File: config.mk
export PLATFORM = sky130hd
export DESIGN_NAME = fetch_stage
export DESIGN_NICKNAME = d
export VERILOG_FILES = /design/src/fetch_pkg.sv /design/src/fetch_pc.sv /design/src/inst_word_select.sv /design/src/fetch_stage.sv
export SDC_FILE = /design/constraint.sdc
export NUM_CORES = 1
export LEC_CHECK = 0
export BUFFER_PORTS_ARGS = -buffer_cell sky130_fd_sc_hd__clkbuf_2
export CAP_MARGIN = 20
export CORE_AREA = 5 5 112 72
export DETAILED_ROUTE_END_ITERATION = 10
export DIE_AREA = 0 0 117 77
export GPL_ROUTABILITY_DRIVEN = 0
export PLACE_DENSITY = 0.81
export SLEW_MARGIN = 20
export SYNTH_ARGS = -nofsm -noshare
export SYNTH_HDL_FRONTEND = slang
export SYNTH_SLANG_ARGS = --single-unit
File: constraint.sdc
create_clock -name i_clk -period 2.25 [get_ports i_clk]
set_input_delay 0.3375 -clock i_clk [delete_from_list [all_inputs] [get_ports i_clk]]
set_output_delay 0.3375 -clock i_clk [all_outputs]
set_load 0.01 [all_outputs]
File: src/fetch_pkg.sv
// shared widths, reset pc, opcodes and bus structs for the fetch front end; import where used
package fetch_pkg;

  // datapath widths
  localparam int PC_WD           = 32;
  localparam int INST_WD         = 32;
  localparam int SRAM_DATA_WD    = 64;
  localparam int SRAM_ADDR_WD    = 32;

  // inst sram geometry
  localparam int SRAM_DEPTH_LOG2 = 8;                  // 256 words
  localparam int SRAM_DEPTH      = 1 << SRAM_DEPTH_LOG2;
  localparam int SRAM_BYTE_OFS   = 3;                  // 8 bytes per sram word

  // first fetch address out of reset
  localparam logic [PC_WD-1:0] RESET_PC = 32'h0000_0000;

  // sequential pc step, one 32-bit instruction
  localparam logic [PC_WD-1:0] PC_STEP  = 32'd4;

  // rv32i major opcode field
  localparam int OPC_WD = 7;
  localparam logic [OPC_WD-1:0] OPC_JAL = 7'b110_1111;

  // redirect from predecode back to the pc
  typedef struct packed {
    logic             br_sel;     // take br_target on next pc load
    logic [PC_WD-1:0] br_target;
  } br_bus_t;

  // fetched item handed to decode
  typedef struct packed {
    logic [INST_WD-1:0] inst;
    logic [PC_WD-1:0]   pc;
  } fs_to_ds_bus_t;

  // J-type immediate, sign extended to pc width
  function automatic logic [PC_WD-1:0] j_imm(input logic [INST_WD-1:0] inst);
    logic [20:0] imm;
    imm = {inst[31], inst[19:12], inst[20], inst[30:21], 1'b0};
    return {{(PC_WD - 21){imm[20]}}, imm};
  endfunction

endpackage

File: src/fetch_pc.sv
// program counter register for the fetch stage; loads branch target or pc + 4 when enabled
`timescale 1ns/1ps

module fetch_pc (
  input  logic                         i_clk,
  input  logic                         i_rst_n,
  input  logic                         i_load,     // fetch item leaves this cycle
  input  fetch_pkg::br_bus_t           i_br,
  output logic [fetch_pkg::PC_WD-1:0]  o_pc
);

  import fetch_pkg::*;

  logic [PC_WD-1:0] pc;
  logic [PC_WD-1:0] seq_pc;
  logic [PC_WD-1:0] next_pc;

  assign seq_pc  = pc + PC_STEP;
  assign next_pc = i_br.br_sel ? i_br.br_target : seq_pc; // redirect wins

  always_ff @(posedge i_clk) begin
    if (!i_rst_n) begin
      pc <= RESET_PC;
    end else if (i_load) begin
      pc <= next_pc;
    end
  end

  assign o_pc = pc;

endmodule

File: src/inst_word_select.sv
// forms the inst sram request from the pc and picks the 32-bit instruction from the 64-bit word
`timescale 1ns/1ps

module inst_word_select (
  input  logic                                i_en,
  input  logic [fetch_pkg::PC_WD-1:0]         i_pc,
  output logic [fetch_pkg::INST_WD-1:0]       o_inst,
  // inst sram interface
  output logic                                o_inst_sram_en,
  output logic [fetch_pkg::SRAM_ADDR_WD-1:0]  o_inst_sram_addr,
  input  logic [fetch_pkg::SRAM_DATA_WD-1:0]  i_inst_sram_rdata
);

  import fetch_pkg::*;

  logic upper_half;

  assign o_inst_sram_en   = i_en;
  // word aligned byte address, low bits cleared
  assign o_inst_sram_addr = {i_pc[SRAM_ADDR_WD-1:SRAM_BYTE_OFS], {SRAM_BYTE_OFS{1'b0}}};

  assign upper_half = i_pc[2];            // second instruction of the word

  always_comb begin
    if (upper_half) begin
      o_inst = i_inst_sram_rdata[SRAM_DATA_WD-1:INST_WD];
    end else begin
      o_inst = i_inst_sram_rdata[INST_WD-1:0];
    end
  end

endmodule

File: src/fetch_stage.sv
// instruction fetch stage; offers one fetch item every second cycle to decode
`timescale 1ns/1ps

module fetch_stage (
  input  logic                                i_clk,
  input  logic                                i_rst_n,
  // branch bus from predecode
  input  fetch_pkg::br_bus_t                  i_br,
  // to decode
  output logic                                o_fs_to_ds_valid,
  output fetch_pkg::fs_to_ds_bus_t            o_fs_to_ds_bus,
  // inst sram interface
  output logic                                o_inst_sram_en,
  output logic [fetch_pkg::SRAM_ADDR_WD-1:0]  o_inst_sram_addr,
  input  logic [fetch_pkg::SRAM_DATA_WD-1:0]  i_inst_sram_rdata
);

  import fetch_pkg::*;

  logic               fs_valid;
  logic               to_fs_valid;
  logic [PC_WD-1:0]   fs_pc;
  logic [INST_WD-1:0] fs_inst;

  assign to_fs_valid = i_rst_n;           // fetch requests run once reset is gone

  // valid toggles each cycle, so an item is offered on alternate cycles
  always_ff @(posedge i_clk) begin
    if (!i_rst_n) begin
      fs_valid <= 1'b0;
    end else begin
      fs_valid <= ~fs_valid;
    end
  end

  fetch_pc u_pc (
    .i_clk    (i_clk),
    .i_rst_n  (i_rst_n),
    .i_load   (fs_valid),                 // advance as the item goes to decode
    .i_br     (i_br),
    .o_pc     (fs_pc)
  );

  inst_word_select u_word_select (
    .i_en               (to_fs_valid),
    .i_pc               (fs_pc),
    .o_inst             (fs_inst),
    .o_inst_sram_en     (o_inst_sram_en),
    .o_inst_sram_addr   (o_inst_sram_addr),
    .i_inst_sram_rdata  (i_inst_sram_rdata)
  );

  // no back-pressure, decode takes every offered item
  assign o_fs_to_ds_valid = fs_valid;

  always_comb begin
    o_fs_to_ds_bus      = '0;
    o_fs_to_ds_bus.inst = fs_inst;
    o_fs_to_ds_bus.pc   = fs_pc;
  end

endmodule

# After elaboration in Yosys (flattened, before gate mapping)
# Cells that the tools add are included.
totals:
  ff_bits: 33
  latchBits: 0
  ramBits: 0
  rom_bits: 0
  in_bits: 99
  output_inout_bits: 98
  wordCells: 6
  n_memories: 0
op_classes:
  addsub: 1
  multipliers: 0
  div_mod_pow: 0
  n_lt_le_gt_ge: 0
  n_eq_ne: 0
  shift: 0
  n_mux: 2
  n_bitwise: 1
  reduce_logical: 0
ops:
  columns: ["op", "n"]
  rows:
  - ["$mux 32", 2]
  - ["$add 32x3->32 const B", 1]
  - ["$not 1->1", 1]

# Depth between registers and ports, before layout
depth:
  word_depth: 2
  mapped_depth: 6
  ltp_nobuf: 5

# Cells and area by module
# Synthesis repeated with hierarchy kept, for this count alone.
hier_totals:
  hier_cells: 346
  area_unflattened_um2: 2885.3
modules_own_cells:
  columns: ["mod", "n_inst", "cells_each", "area_each_um2", "seq_area_each_um2"]
  rows:
  - ["fetch_pc", 1, 274, 2055.7, 640.6]
  - ["inst_word_select", 1, 70, 795.8, 0.0]
  - ["fetch_stage", 1, 2, 33.8, 20.0]

# Worst setup path after synthesis
# OpenSTA, ideal clock, no wires.
synth_path:
  path_kind: "register to register"
  start: "register u_pc.pc[3] (netlist: u_pc.o_pc[3])"
  end: "register u_pc.pc[26] (netlist: u_pc.o_pc[26])"
  setup_ps: 79
  t_arrival_ps: 1919
  required_time_ps: 2171
  slack_ps: 252
  stages_incl_launch_ff: 7
  n_path_buf: 1
  cell_sequence: "dfxtp_1 > ha_1 > nand4_1 > or4_4 > buf_6 > or4_1 > o211ai_1"
synth_via:
  elab_chain_len: 2
synth_lines:
  columns: ["element", "line", "text"]
  rows:
  - ["start: declaration", "fetch_pc.sv:14", "logic [PC_WD-1:0] pc;"]
  - ["start signal: assignment", "fetch_pc.sv:25", "pc <= next_pc;"]
  - ["$add 32x3->32", "fetch_pc.sv:18", "assign seq_pc = pc + PC_STEP;"]
  - ["$mux 32", "fetch_pc.sv:19", "assign next_pc = i_br.br_sel ? i_br.br_target : seq_pc;"]
# Every way passes these cells.
# A chain may end at the register's enable or synchronous reset.

# Worst setup path in the final report
layout_path:
  start: "register u_pc.pc[2] (netlist: u_pc.o_pc[2])"
  end: "register u_pc.pc[17] (netlist: u_pc.o_pc[17])"
# Same word-level chain as after synthesis.

==> flow_summary_export.csv <==
group,metric,value,unit
hold_path,min_from,"i_br[28]",
logic_synthesis,netlist_instances,346,
timing,hold_ws,0.288,ns
logic_synthesis,synth_top_family_by_area,"simple AND/OR/NAND/NOR gates",
finish,instances_no_fill,599,
clock_network,cts.sinks,33,
worst_setup_path,r2r_slack,0.17,ns
logic_synthesis,synth_top_area_share,0.236,
timing,finalWorstSetupSlack,0.169,ns
routing,wl_per_cell,18.3,um
die,rows,24,
global_routing,antenna_found_initial,0,
place,dpl.hpwl,8.72,mm
global_routing,grt_pass1_wl,17.4,mm
logic_synthesis,async_reset_ff_frac,0,
logic_synthesis,synth_fa_ha_area_frac,0.00446,
timing,fmax,481,MHz
die,dieArea,0.00901,sq mm
routing,dr.pass1.iters,5,
clock_network,cts_inserted_buffers,5,
worst_setup_path,reg2reg_depth,6,
worst_setup_path,cpMostUsedCell,"buf_4",
finish,area_growth,34.8,%
logic_synthesis,synth-simple-area-share,0.239,
worst_setup_path,path_buf_inv,2,
worst_setup_path,criticalPathCategory,"reg2reg",
timing,period_needed,2.08,ns
logic_synthesis,synth_common_cells,"buf_4 (33), dfxtp_1 (33), mux2_2 (33), nand2_1 (23), nor2_1 (20)",
clock_network,cts.clk_slew.worst_paths,0.05,ns
clock_network,cts_tree,"yes",
timing,setup_tns,0,ns
worst_setup_path,crit_arrival,2.25,ns
logic_synthesis,synth_ff_type,"dfxtp_1",
worst_setup_path,regToRegEndpoint,"u_pc.o_pc[17]",
clock_network,insertion_delay,0.28,ns
logic_synthesis,synth-xor-area-share,0,
timing,slew_viol_final,0,
logic_synthesis,seq_area_frac_synth,0.236,
clock_network,clockRootBuffer,"clkbuf_16",
power,powerDensity,502,mW/mm^2
place,place_ws,0.175,ns
die,die_w,117,um
logic_synthesis,ys_types,58,
routing,avgViaCountPerCell,5.69,
logic_synthesis,synth_mux_area_frac,0.140,
routing,drtAntennaViolNets,0,
routing,via_count,3411,
timing,hold_viol,0,
die,ioPinCount,197,
hold_path,hold_class,"in2reg",
status,outcome,"complete, no violations",
logic_synthesis,syn_avg_cell_area,8.10,sq um
worst_setup_path,critPathRequiredTime,2.41,ns
place,dp_cells,592,
worst_setup_path,cp_slowest_cell,"nand4_1",
routing,drc,0,
clock_network,h-tree-depth,2,
global_routing,grt_pass1_vias,3320,
timing,fin_crit_sh,0.925,
timing,relSlewSlack,0.575,
hold_path,worst_hold_path.num_cells,3,
global_routing,grt.overflow.total,0,
routing,drtIter0Drc,358,
logic_synthesis,yosys-top-cells-area,"dfxtp_1 (24%), mux2_2 (13%), buf_4 (8.8%), o211ai_1 (3.7%), nand4_1 (3.1%)",
logic_synthesis,yosysWarnings,0,
global_routing,track_usage,0.240,
finish,final_layout_size_suffix_gt1_frac,0.506,
place,port_buffers,193,
die,core_area,0.00697,sq mm
timing,rsz0062_at_grt,"false",
global_routing,grt_max_degree,40,
logic_synthesis,synth_compound_gate_area_share,0.229,
worst_setup_path,crit_family,"simple AND/OR/NAND/NOR gates",
clock_network,post_cts_buffers,0,
worst_setup_path,worst_setup_path_start_kind,"register",
die,dieHeight,77,um
timing,finalSetupViolCount,0,
die,initial_utilization,0.402,
power,max-vdd-ir-drop,0.448,mV
logic_synthesis,yosys.area.top_type,"dfxtp_1",
finish,final_nets,608,
clock_network,clockBufferDepth,2,
worst_setup_path,end_kind,"register",
logic_synthesis,netlist_area,0.00280,sq mm
power,leakagePower,1.75,nW
job,drv_cap,0,
routing,wl,10.9,mm
hold_path,min_to,"u_pc.o_pc[28]",
logic_synthesis,synth_edf_count,0,
timing,finClkSkew,0.00536,ns
worst_setup_path,max_stage_delay,0.41,ns
worst_setup_path,r2r-start,"u_pc.o_pc[2]",
timing,worst_pin_slew,0.633,ns
finish,antenna_cells,0,
worst_setup_path,crit_path_cell_trace,"buf_4 -> nand4_1 -> nor4_2 -> buf_4 -> a311oi_1 -> a221o_1",
logic_synthesis,ys_ff_latch,33,
worst_setup_path,cp_max_fo,39,
-- stage by stage --
stage	instance area (sq um)	total power, W	util
floorplan	2810	0.000999	-
global placement	3630	0.00121	0.521
detailed placement	3630	0.00122	0.521
CTS	3770	0.00190	0.541
global route	3780	0.00199	0.542
finish	3780	0.00190	0.542
-- cell type report --
class	count	area, sq um
clock buffer	7	143
timing repair buffer	210	1090
multi-input combinational	249	1730
sequential	33	661
inverter	9	33.8
fill	651	3190
tap	91	114
-- worst reg2reg max path, stage by stage, from the launching register on --
cell and delay (ns):
dfxtp_1 0.33, buf_4 0.40, nand4_1 0.41, nor4_2 0.27, buf_4 0.19, a311oi_1 0.10, a221o_1 0.27
-- cells by family (layout without fill, tap and decap cells) --
kind of cell / after synthesis / count (layout)
AOI/OAI and AO/OA: 89 / 89
adders and majority gates: 1 / 1
buffers and inverters: 66 / 226
DFF: 33 / 33
muxes: 35 / 35
other: 1 / 3
and+or+nand+nor: 121 / 121
-- cell usage in the layout, fill, tap and decap left out, types with 5 or more instances in the layout --
cell / n
clkbuf_16: 5
nor2_1: 20
a22oi_1: 9
o21ai_0: 13
buf_4: 17
clkbuf_2: 193
inv_1: 9
nor3_1: 10
or4_1: 5
and3_1: 6
or3_1: 6
o211ai_1: 14
nand3_1: 14
mux2_2: 33
a31oi_1: 8
dfxtp_1: 33
nand2_1: 23
nand4_1: 14
a22o_1: 5
a21oi_1: 11
-- state kept, by name (all words and copies together), names as in the netlist --
register          count
u_pc.o_pc            32
o_fs_to_ds_valid      1
-- metal layers --
| layer | vias up | GRT usage | part of all wire |
|---|---|---|---|
| met5 | - | 0 | 0 |
| met2 | 210 | 0.371 | 0.46 |
| met3 | 13 | 0.0873 | 0.13 |
| met1 | 1580 | 0.318 | 0.41 |
| met4 | 0 | 0.0584 | 0.011 |
| li1 | 1608 | - | - |
-- power breakdown --
group | internal [W] | leakage (nW) | switching (W)
clock network | 0.000434 | 0.0700 | 0.000250
registers | 0.000618 | 0.270 | 0.0000523
logic | 0.000258 | 1.41 | 0.000285
-- what timing repair did --
action / in CTS / in global routing
gates resized for setup: 0 / 1
hold buffers: 0 / 0
endpoints found under the setup margin: 0 / 1
-- worst max path at each step --
stage	from	end	slack, ns	depth (start not counted)
detailed placement	u_pc.o_pc[2]	u_pc.o_pc[25]	0.18	5
floorplan	u_pc.o_pc[3]	u_pc.o_pc[26]	0.25	6
CTS	u_pc.o_pc[2]	u_pc.o_pc[25]	0.16	5
global route	u_pc.o_pc[2]	u_pc.o_pc[15]	0.05	6
global placement	u_pc.o_pc[2]	u_pc.o_pc[25]	0.27	5
finish	u_pc.o_pc[2]	u_pc.o_pc[17]	0.17	6
Note: power is estimated with default switching activity, not from simulation.
