## src/fetch_pkg.sv

```systemverilog
// shared widths, reset pc, opcodes and bus structs for the fetch front end; import where used
package fetch_pkg;

  // datapath widths
  localparam int PC_WD           = 32;
  localparam int INST_WD         = 32;
  localparam int SRAM_DATA_WD    = 64;
  localparam int SRAM_ADDR_WD    = 32;

  // inst sram geometry
  localparam int SRAM_DEPTH_LOG2 = 8;                  // 256 words
  localparam int SRAM_DEPTH      = 1 << SRAM_DEPTH_LOG2;
  localparam int SRAM_BYTE_OFS   = 3;                  // 8 bytes per sram word

  // first fetch address out of reset
  localparam logic [PC_WD-1:0] RESET_PC = 32'h0000_0000;

  // sequential pc step, one 32-bit instruction
  localparam logic [PC_WD-1:0] PC_STEP  = 32'd4;

  // rv32i major opcode field
  localparam int OPC_WD = 7;
  localparam logic [OPC_WD-1:0] OPC_JAL = 7'b110_1111;

  // redirect from predecode back to the pc
  typedef struct packed {
    logic             br_sel;     // take br_target on next pc load
    logic [PC_WD-1:0] br_target;
  } br_bus_t;

  // fetched item handed to decode
  typedef struct packed {
    logic [INST_WD-1:0] inst;
    logic [PC_WD-1:0]   pc;
  } fs_to_ds_bus_t;

  // J-type immediate, sign extended to pc width
  function automatic logic [PC_WD-1:0] j_imm(input logic [INST_WD-1:0] inst);
    logic [20:0] imm;
    imm = {inst[31], inst[19:12], inst[20], inst[30:21], 1'b0};
    return {{(PC_WD - 21){imm[20]}}, imm};
  endfunction

endpackage

```

## src/predecode.sv

```systemverilog
// head of decode; detects JAL on the fetch item, redirects fetch and registers the item
`timescale 1ns/1ps

module predecode (
  input  logic                      i_clk,
  input  logic                      i_rst_n,
  // from fetch
  input  logic                      i_fs_to_ds_valid,
  input  fetch_pkg::fs_to_ds_bus_t  i_fs_to_ds_bus,
  // redirect back to fetch
  output fetch_pkg::br_bus_t        o_br,
  // decode side register
  output logic                      o_id_valid,
  output fetch_pkg::fs_to_ds_bus_t  o_id_bus,
  output logic                      o_id_is_jal
);

  import fetch_pkg::*;

  logic [OPC_WD-1:0]  opcode;
  logic               is_jal;
  logic [PC_WD-1:0]   jal_imm;
  logic [PC_WD-1:0]   jal_target;
  fs_to_ds_bus_t      id_bus;
  logic               id_is_jal;
  logic               id_valid;

  assign opcode     = i_fs_to_ds_bus.inst[OPC_WD-1:0];
  assign is_jal     = (opcode == OPC_JAL);
  assign jal_imm    = j_imm(i_fs_to_ds_bus.inst);
  assign jal_target = i_fs_to_ds_bus.pc + jal_imm;   // pc relative

  // redirect only for a live item
  always_comb begin
    o_br           = '0;
    o_br.br_sel    = i_fs_to_ds_valid && is_jal;
    o_br.br_target = jal_target;
  end

  always_ff @(posedge i_clk) begin
    if (!i_rst_n) begin
      id_valid <= 1'b0;
    end else begin
      id_valid <= i_fs_to_ds_valid;        // one cycle pulse per item
    end
  end

  // payload, captured with the item
  always_ff @(posedge i_clk) begin
    if (i_fs_to_ds_valid) begin
      id_bus    <= i_fs_to_ds_bus;
      id_is_jal <= is_jal;
    end
  end

  assign o_id_valid  = id_valid;
  assign o_id_bus    = id_bus;
  assign o_id_is_jal = id_is_jal;

endmodule

```

## config.mk

```make
export PLATFORM = sky130hd
export DESIGN_NAME = predecode
export DESIGN_NICKNAME = d
export VERILOG_FILES = /design/src/fetch_pkg.sv /design/src/predecode.sv
export SDC_FILE = /design/constraint.sdc
export NUM_CORES = 1
export LEC_CHECK = 0
export ABC_AREA = 1
export BUFFER_PORTS_ARGS = -buffer_cell sky130_fd_sc_hd__buf_4
export CAP_MARGIN = 0
export CELL_PAD_IN_SITES_DETAIL_PLACEMENT = 1
export CELL_PAD_IN_SITES_GLOBAL_PLACEMENT = 1
export CORE_AREA = 2 2 109 111
export CTS_BUF_LIST = sky130_fd_sc_hd__clkbuf_16
export CTS_CLUSTER_SIZE = 20
export DETAILED_ROUTE_END_ITERATION = 7
export DIE_AREA = 0 0 111 113
export GPL_ROUTABILITY_DRIVEN = 0
export PLACE_DENSITY = 0.95
export REMOVE_ABC_BUFFERS = 1
export SETUP_SLACK_MARGIN = 0.4
export SLEW_MARGIN = 20
export SYNTH_ARGS = -nofsm -noshare
export SYNTH_HDL_FRONTEND = slang
export SYNTH_SLANG_ARGS = --single-unit
```

## constraint.sdc

```tcl
create_clock -name i_clk -period 3.8 [get_ports i_clk]
set_input_delay 0.57 -clock i_clk [delete_from_list [all_inputs] [get_ports i_clk]]
set_output_delay 0.57 -clock i_clk [all_outputs]
set_load 0.03 [all_outputs]
```

Word level (Yosys, flattened, before mapping)
Cells that the tools add are included.
- register bits: 66
- bits of input ports: 67
- output and inout port bits: 99
- word-level logic and storage cells: 7
- $add $sub $neg: 1
- equal/unequal tests: 1
- reduce and logical (&&, ||, !) cells: 1
- operators with widths (kind ; count):
    $add 32x32->32 ; 1
    $eq 7x7->1 const B ; 1
    $logic_and 1x1->1 ; 1

Depth between registers and ports, before layout
Gate-level depths: netlist of run 1.
- depth in word-level cells: 2
- gate-level depth with buffers: 12

Worst setup path before layout of run 1
OpenSTA, ideal clock, no wires.
- path type: input-to-output
- start point: in i_fs_to_ds_bus[1] (netlist bit)
- end point: out o_br[13] (netlist bit)
- arrival: 2171 ps
- setup slack: 1059 ps
- stages on the path: 9
- path through: ha_1 > fa_1 > nand3_1 > nand3_2 > nand2_1 > nand2_2 > nand2_1 > nand2_2 > xor2_1
- RTL lines (element ; line ; text):
    from (decl) ; predecode.sv:9 ; input fetch_pkg::fs_to_ds_bus_t i_fs_to_ds_bus,
    to (decl) ; predecode.sv:11 ; output fetch_pkg::br_bus_t o_br,

==> metrics.md, run 1 <==
| Metric | Value |
|---|---|
| Core footprint | ~11000 sq um |
| CP required | 3.23 ns |
| Met2 WL post-DR | 7800 um |
| Detailed-route wire length per cell | between 15 and 20 um |
| Post-synth EDFFs | 65 |
| Top Family by Delay on Critical Path | simple AND/OR/NAND/NOR gates |
| Worst-case clock buffer depth | 2 |
| TNS Setup | 0 ns |
| Top layer used by detailed routing | met4 |
| Largest net degree at the start of global routing | 35 |
| Final Max Slew Viols | 0 |
| Top cells by count, synth | nand2_1, inv_1, edfxtp_1 |
| Synth area leader | edfxtp_1 |
| Final hold viol count | 0 |
| Period utilization | 81.2% |
| Row cnt | 39 |
| Top FF cell, synth | edfxtp_1 |
| Pwr dens | around 430 nW/um^2 |
| I/O pins | 166 |
| Ranking of synthesized cells by area | edfxtp_1, nand2_1, ha_1, inv_1, nor2_1 |
| Synthesized area | 4270 sq um |
| Final instance area | 5950 sq um |
| Vias in the first global route | 4785 |
| Synth cell types | 23 |
| FILL cells | 1370 |
| Nets | 810 |
| Post-route ant nets | 0 |
| DIE AREA | 12500 sq um |
| Post-synth top area share | between 40 and 50% |
| Final min period | 3.09 ns |
| CP startpoint kind | primary input |
| Hold buffers post-CTS | 0 |
| Peak supply drop | 262 uV |
| Max H-tree Level | 3 |
| Post-CTS Setup Repair Bufs | 0 |
| Via count | 4330 |
| Share of cells above drive strength 1 | about 28% |
| DIE HEIGHT | 113 um |
| Die width | ~110 um |
| Relative slew slack | 67.2% |
| Largest fanout on the critical path | 4 |
| CTS Sinks | 66 |
| First-pass GRT wire length | 24500 um |
| Status | completed |
| Flops & latches, synth | 66 |
| Yosys warns | 0 |
| Total wire length | 15100 um |
| Total of max-cap violations | 0 |
| CTS Buf Count | 9 |
| Finished Core Util | 52.8% |
| Post_cts resized | 0 |
| Critical Path, Cell by Cell | buf_4 > ha_1 > fa_1 > nand3_1 > nand3_2 > nand2_1 > nand2_2 > nand2_1 > nand2_2 > nand2_1 > nand3_1 > nand2_1 > buf_4 |
| CTS tree | built |
| Most numerous cell in the Yosys netlist | nand2_1 |
| CP max-delay cell | fa_1 |
| RSZ-0062 raised after global routing | false |
| Port bufs | 165 |
| CP bufs+invs | 2 |
| FMAX | 0.324 GHz |
| DRC Markers | 0 |
| Post-DP HPWL | 11800 um |
| First drt pass iteration count | 5 |
| Critical Path AT | 2.52 ns |
| Leak | between 3 and 4 nW |
| Clock Tree Root | clkbuf_16 |
| Crit Path Class | in2out |
| Crit end category | output port |
| Vias per inst | roughly 5.0 |
| Cells after Synth | 536 |
| Clk pin slew, worst setup/hold paths | 0.06 ns |
| Met3 Wirelength | 804 um |
| GRT overflow | 0 |
| Area growth syn-to-layout | 39.6% |
| Setup violators final | 0 |
| Sequential area share after synthesis | 46.2% |
| CP most frequent cell | nand2_1 |
| HP Class | in2reg |
| Ys async rst share | 0% |
| Slew @ Worst Pin | 0.492 ns |
| Mapped Avg Cell Area | ~8.0 sq um |
| Initial antenna violation count | 0 |
| Global Route Usage Sum | 24.6% |
| Initial Util | 37.8% |
| Hold slack | 0.412 ns |
| Area after DPL | 5680 sq um |
| Max incr delay on CP | 0.50 ns |
| Initial DRC count | 224 |
| M1 wire length | 5870 um |
| Ant diodes | 0 |
## metal layers
| metal | vias to the layer above | track usage [%] |
|---|---|---|
| li1 | 2039 | - |
| met1 | 2070 | 27.5 |
| met2 | 177 | 44.7 |
| met3 | 44 | 4.98 |
| met4 | 0 | 12.4 |
| met5 | - | 0 |
## where the power goes
group          switching (mW)  internal (mW)
Combinational           0.607          0.314
Clock                   0.332          0.439
Sequential             0.0169          0.864
Total                   0.956           1.62
## worst paths after layout
kind,startpoint,endpoint,depth (start not counted)
worst max-delay path,i_fs_to_ds_bus[1],o_br[29],13
worst min-delay path,i_fs_to_ds_bus[40],o_id_bus[40],1
## state kept, by name, indices dropped and copies added, names as in the netlist
signal and cells:
o_id_bus 64, o_id_is_jal 1, o_id_valid 1
## metrics by stage
step / power (mW) / std cells / setup slack (ns)
2_1_floorplan: 1.43 / 535 / 1.06
3_3_place_gp: 1.76 / 844 / 0.906
3_5_place_dp: 1.80 / 844 / 0.749
4_1_cts: 2.59 / 860 / 0.718
5_1_grt: 2.69 / 860 / 0.576
6_report: 2.57 / 860 / 0.713
## cells by family (layout without fill, tap and decap cells)
logic type / after synthesis / after routing / synth area share, %
flip-flops: 66 / 66 / 46.2
AND/OR/NAND/NOR: 297 / 297 / 29.0
AO/OA/AOI/OAI: 24 / 24 / 3.14
buffers and inverters: 102 / 283 / 9.06
adder cells (fa/ha/maj): 31 / 31 / 9.27
XOR/XNOR: 16 / 16 / 3.29
## cells in the final DEF, fill, tap and decap left out
| master | Yosys | routed |
|---|---|---|
| nor3b_1 | 1 | 1 |
| a21oi_1 | 19 | 19 |
| nand3_1 | 22 | 22 |
| clkinv_2 | 0 | 2 |
| nor3_1 | 6 | 6 |
| xor2_1 | 15 | 15 |
| a21o_1 | 1 | 1 |
| nand3b_1 | 1 | 1 |
| clkbuf_16 | 0 | 9 |
| edfxtp_1 | 65 | 65 |
| dfxtp_1 | 1 | 1 |
| nand2_2 | 10 | 10 |
| ha_1 | 30 | 30 |
| nor2_2 | 2 | 2 |
| fa_1 | 1 | 1 |
| buf_4 | 1 | 166 |
| nand4_1 | 5 | 5 |
| nand2_1 | 205 | 205 |
| nor2_1 | 39 | 39 |
| clkinvlp_4 | 0 | 3 |
| inv_1 | 99 | 99 |
| inv_2 | 2 | 2 |
| a21oi_2 | 1 | 1 |
| nand3_2 | 6 | 6 |
| o21bai_1 | 3 | 3 |
| inv_6 | 0 | 1 |
| xnor2_1 | 1 | 1 |
| clkinv_1 | 0 | 1 |
## layout make-up
| cell class | instances | area, sq um | share of cell area [%] |
|---|---|---|---|
| flip-flops and latches | 66 | 1970 | 33.1 |
| multi-input cells | 368 | 1910 | 32.0 |
| repair buffers | 166 | 1250 | 20.9 |
| inverters | 101 | 379 | 6.37 |
| clock buffers | 9 | 225 | 3.78 |
| well taps | 143 | 179 | 3.01 |
| clock inverters | 7 | 45.0 | 0.757 |
No activity file was read; power rests on OpenSTA's default activity.
==> run 2, diff against run 1 <==
CORE_AREA = 2 2 119 121   (was 2 2 109 111)
DIE_AREA = 0 0 121 123   (was 0 0 111 113)
PLACE_DENSITY = 0.88   (was 0.95)
clock period = 2.7 ns   (was 3.8 ns; I/O delays follow)
==> run 2 against run 1 <==
  * Sequential share of layout area shrank 4.8 points
  * Largest power group unchanged
  * Largest cell class is now multi-input combinational cells
  * Sequential power grew 41%
  * First-iteration DRC count grew 28%
  * Die area grew 19%
  * Via count grew 4.5%
==> metrics.md, run 2 (synthesis results as in run 1) <==
| Metric | Value |
|---|---|
| Post-DP HPWL | 10700 um (-9.0%) |
| Ant diodes | 0 (unchanged) |
| Largest register FFs | 64 (unchanged) |
| Area growth syn-to-layout | 63.0% |
| Largest fanout on the critical path | 5 (+1) |
| RSZ-0062 raised after global routing | true |
| Slew @ Worst Pin | 0.362 ns (-0.130 ns) |
| Finished Core Util | 51.1% (-1.7 points) |
| Initial Util | 31.3% (-6.5 points) |
| DIE AREA | 14900 sq um (+19%) |
| FILL cells | 1604 (+17%) |
| Max H-tree Level | 3 (unchanged) |
| Clock Tree Root | clkbuf_16 |
| DIE HEIGHT | 123 um (+8.8%) |
| HP Class | in2reg |
| First-pass GRT wire length | 22000 um (-10%) |
| CP required | 2.30 ns (-0.93 ns) |
| Crit Path Class | in2out |
| Final hold viol count | 0 (unchanged) |
| CTS Buf Count | 9 (unchanged) |
| Overall power | 4.21 mW (+64%) |
| Commonest non-fill, non-tap cells in the layout | buf_4, nand2_1, inv_1 |
| M1 GR Usage | 21.5% (-6.0 points) |
| Share of cells above drive strength 1 | 46.7% (+19 points) |
| Period utilization | 87.8% |
| Vias in the first global route | 4354 (-9.0%) |
| CTS Sinks | 66 (unchanged) |
| Total of max-cap violations | 0 (unchanged) |
| Initial antenna violation count | 0 (unchanged) |
| GR Util met2 | 34.6% (-10 points) |
| Vias per inst | 4.97 (-1.2%) |
| Placed instance count | 883 (+4.6%) |
| Relative slew slack | 75.9% (+8.7 points) |
| Port bufs | 165 (unchanged) |
| CP startpoint kind | primary input |
| Nets | 823 (+1.6%) |
| I/O pins | 166 (unchanged) |
| Leak | 3.42 nW (+7.1%) |
| Final Max Slew Viols | 0 (unchanged) |
| Critical Path AT | 1.96 ns (-0.56 ns) |
| Crit end category | output port |
| TNS Setup | 0 ns (unchanged) |
| FMAX | 0.422 GHz |
| Post-route ant nets | 0 (unchanged) |
| Hold slack | 0.235 ns (-0.176 ns) |
| GR peak layer | met2 |
| Worst-case clock buffer depth | 2 (unchanged) |
| Peak supply drop | 327 uV (+25%) |
| Non-filler cells, final | 910 (+5.8%) |
| Detailed-route wire length per cell | 19.2 um (+9.4%) |
| GRT overflow | 0 (unchanged) |
| Global Route Usage Sum | 19.4% (-5.3 points) |
| Core footprint | 13600 sq um (+21%) |
| DRC Markers | 0 (unchanged) |
| Largest net degree at the start of global routing | 30 (-14%) |
| Die width | 121 um (+9.0%) |
| Met3 Usage GRT | 4.70% (-0.28 points) |
| First drt pass iteration count | 6 (+1) |
| Total wire length | 17500 um (+16%) |
| Final min period | 2.37 ns |
| CTS tree | built |
| Setup violators final | 0 (unchanged) |
| Status | completed |
| Initial DRC count | 286 (+28%) |
| Pwr dens | 605 nW/um^2 (+40%) |
| Row cnt | 43 (+10%) |
| Clk pin slew, worst setup/hold paths | 0.06 ns (about the same) |
| Via count | 4526 (+4.5%) |
| Most common cell after layout, fill and taps aside | buf_4 |
run 2: cell count changes in the layout (fill, tap and decap cells not counted), sizes merged:
cell and change:
bufinv +3, clkinvlp -3, buf +13
run 2: power by group:
part           total, mW  switching [mW]  internal [mW]
logic               1.57           0.989          0.583
registers           1.24          0.0232           1.21
clock network       1.40           0.491          0.910
total               4.21            1.50           2.71
run 2: final timing paths:
path	start	endpoint	slack (ns)	depth (start not counted)
max	i_fs_to_ds_bus[10]	o_br[23]	0.33	13
min	i_fs_to_ds_bus[39]	o_id_bus[39]	0.24	1
run 2: area by class of cell:
| cell class | instances | area, sq um | area share, % |
|---|---|---|---|
| clock inverters | 7 | 125 | 1.80 |
| repair buffers | 179 | 1410 | 20.3 |
| flip-flops and latches | 66 | 1970 | 28.4 |
| inverters | 101 | 379 | 5.45 |
| clock buffers | 9 | 225 | 3.24 |
| multi-input cells | 368 | 2620 | 37.6 |
| well taps | 180 | 225 | 3.24 |
run 2: critical path, stage by stage:
cell and delay [ns]:
buf_4 0.13, ha_4 0.28, nand2_4 0.13, inv_1 0.07, nand2_1 0.08, nand2_1 0.12, a21oi_2 0.22, nand2_4 0.11
nand2_2 0.10, nand2_1 0.06, nand2_1 0.06, nand2_1 0.07, buf_6 0.14
run 2: stage by stage:
stage                     instance area [sq um]  setup slack (ns)
final                                      6950             0.331
after global routing                       6950             0.266
after CTS                                  6520             0.375
after detailed placement                   5740             0.101
after global placement                     5740             0.148
after floorplan                            4260             0.289
run 2: what timing repair did:
| item | in CTS | in global routing |
|---|---|---|
| hold buffers | 0 | 0 |
| endpoints found under the hold margin | 0 | 0 |
| resized for setup | 85 | 98 |
| setup endpoints to repair | 21 | 22 |
| pin swaps | 13 | 25 |
| setup buffers | 4 | 7 |
run 2: metal layers:
metal,vias up,part of all wire [%]
li1,2069,-
met1,2157,37
met2,229,51
met3,71,6.6
met4,0,5.7
met5,-,0
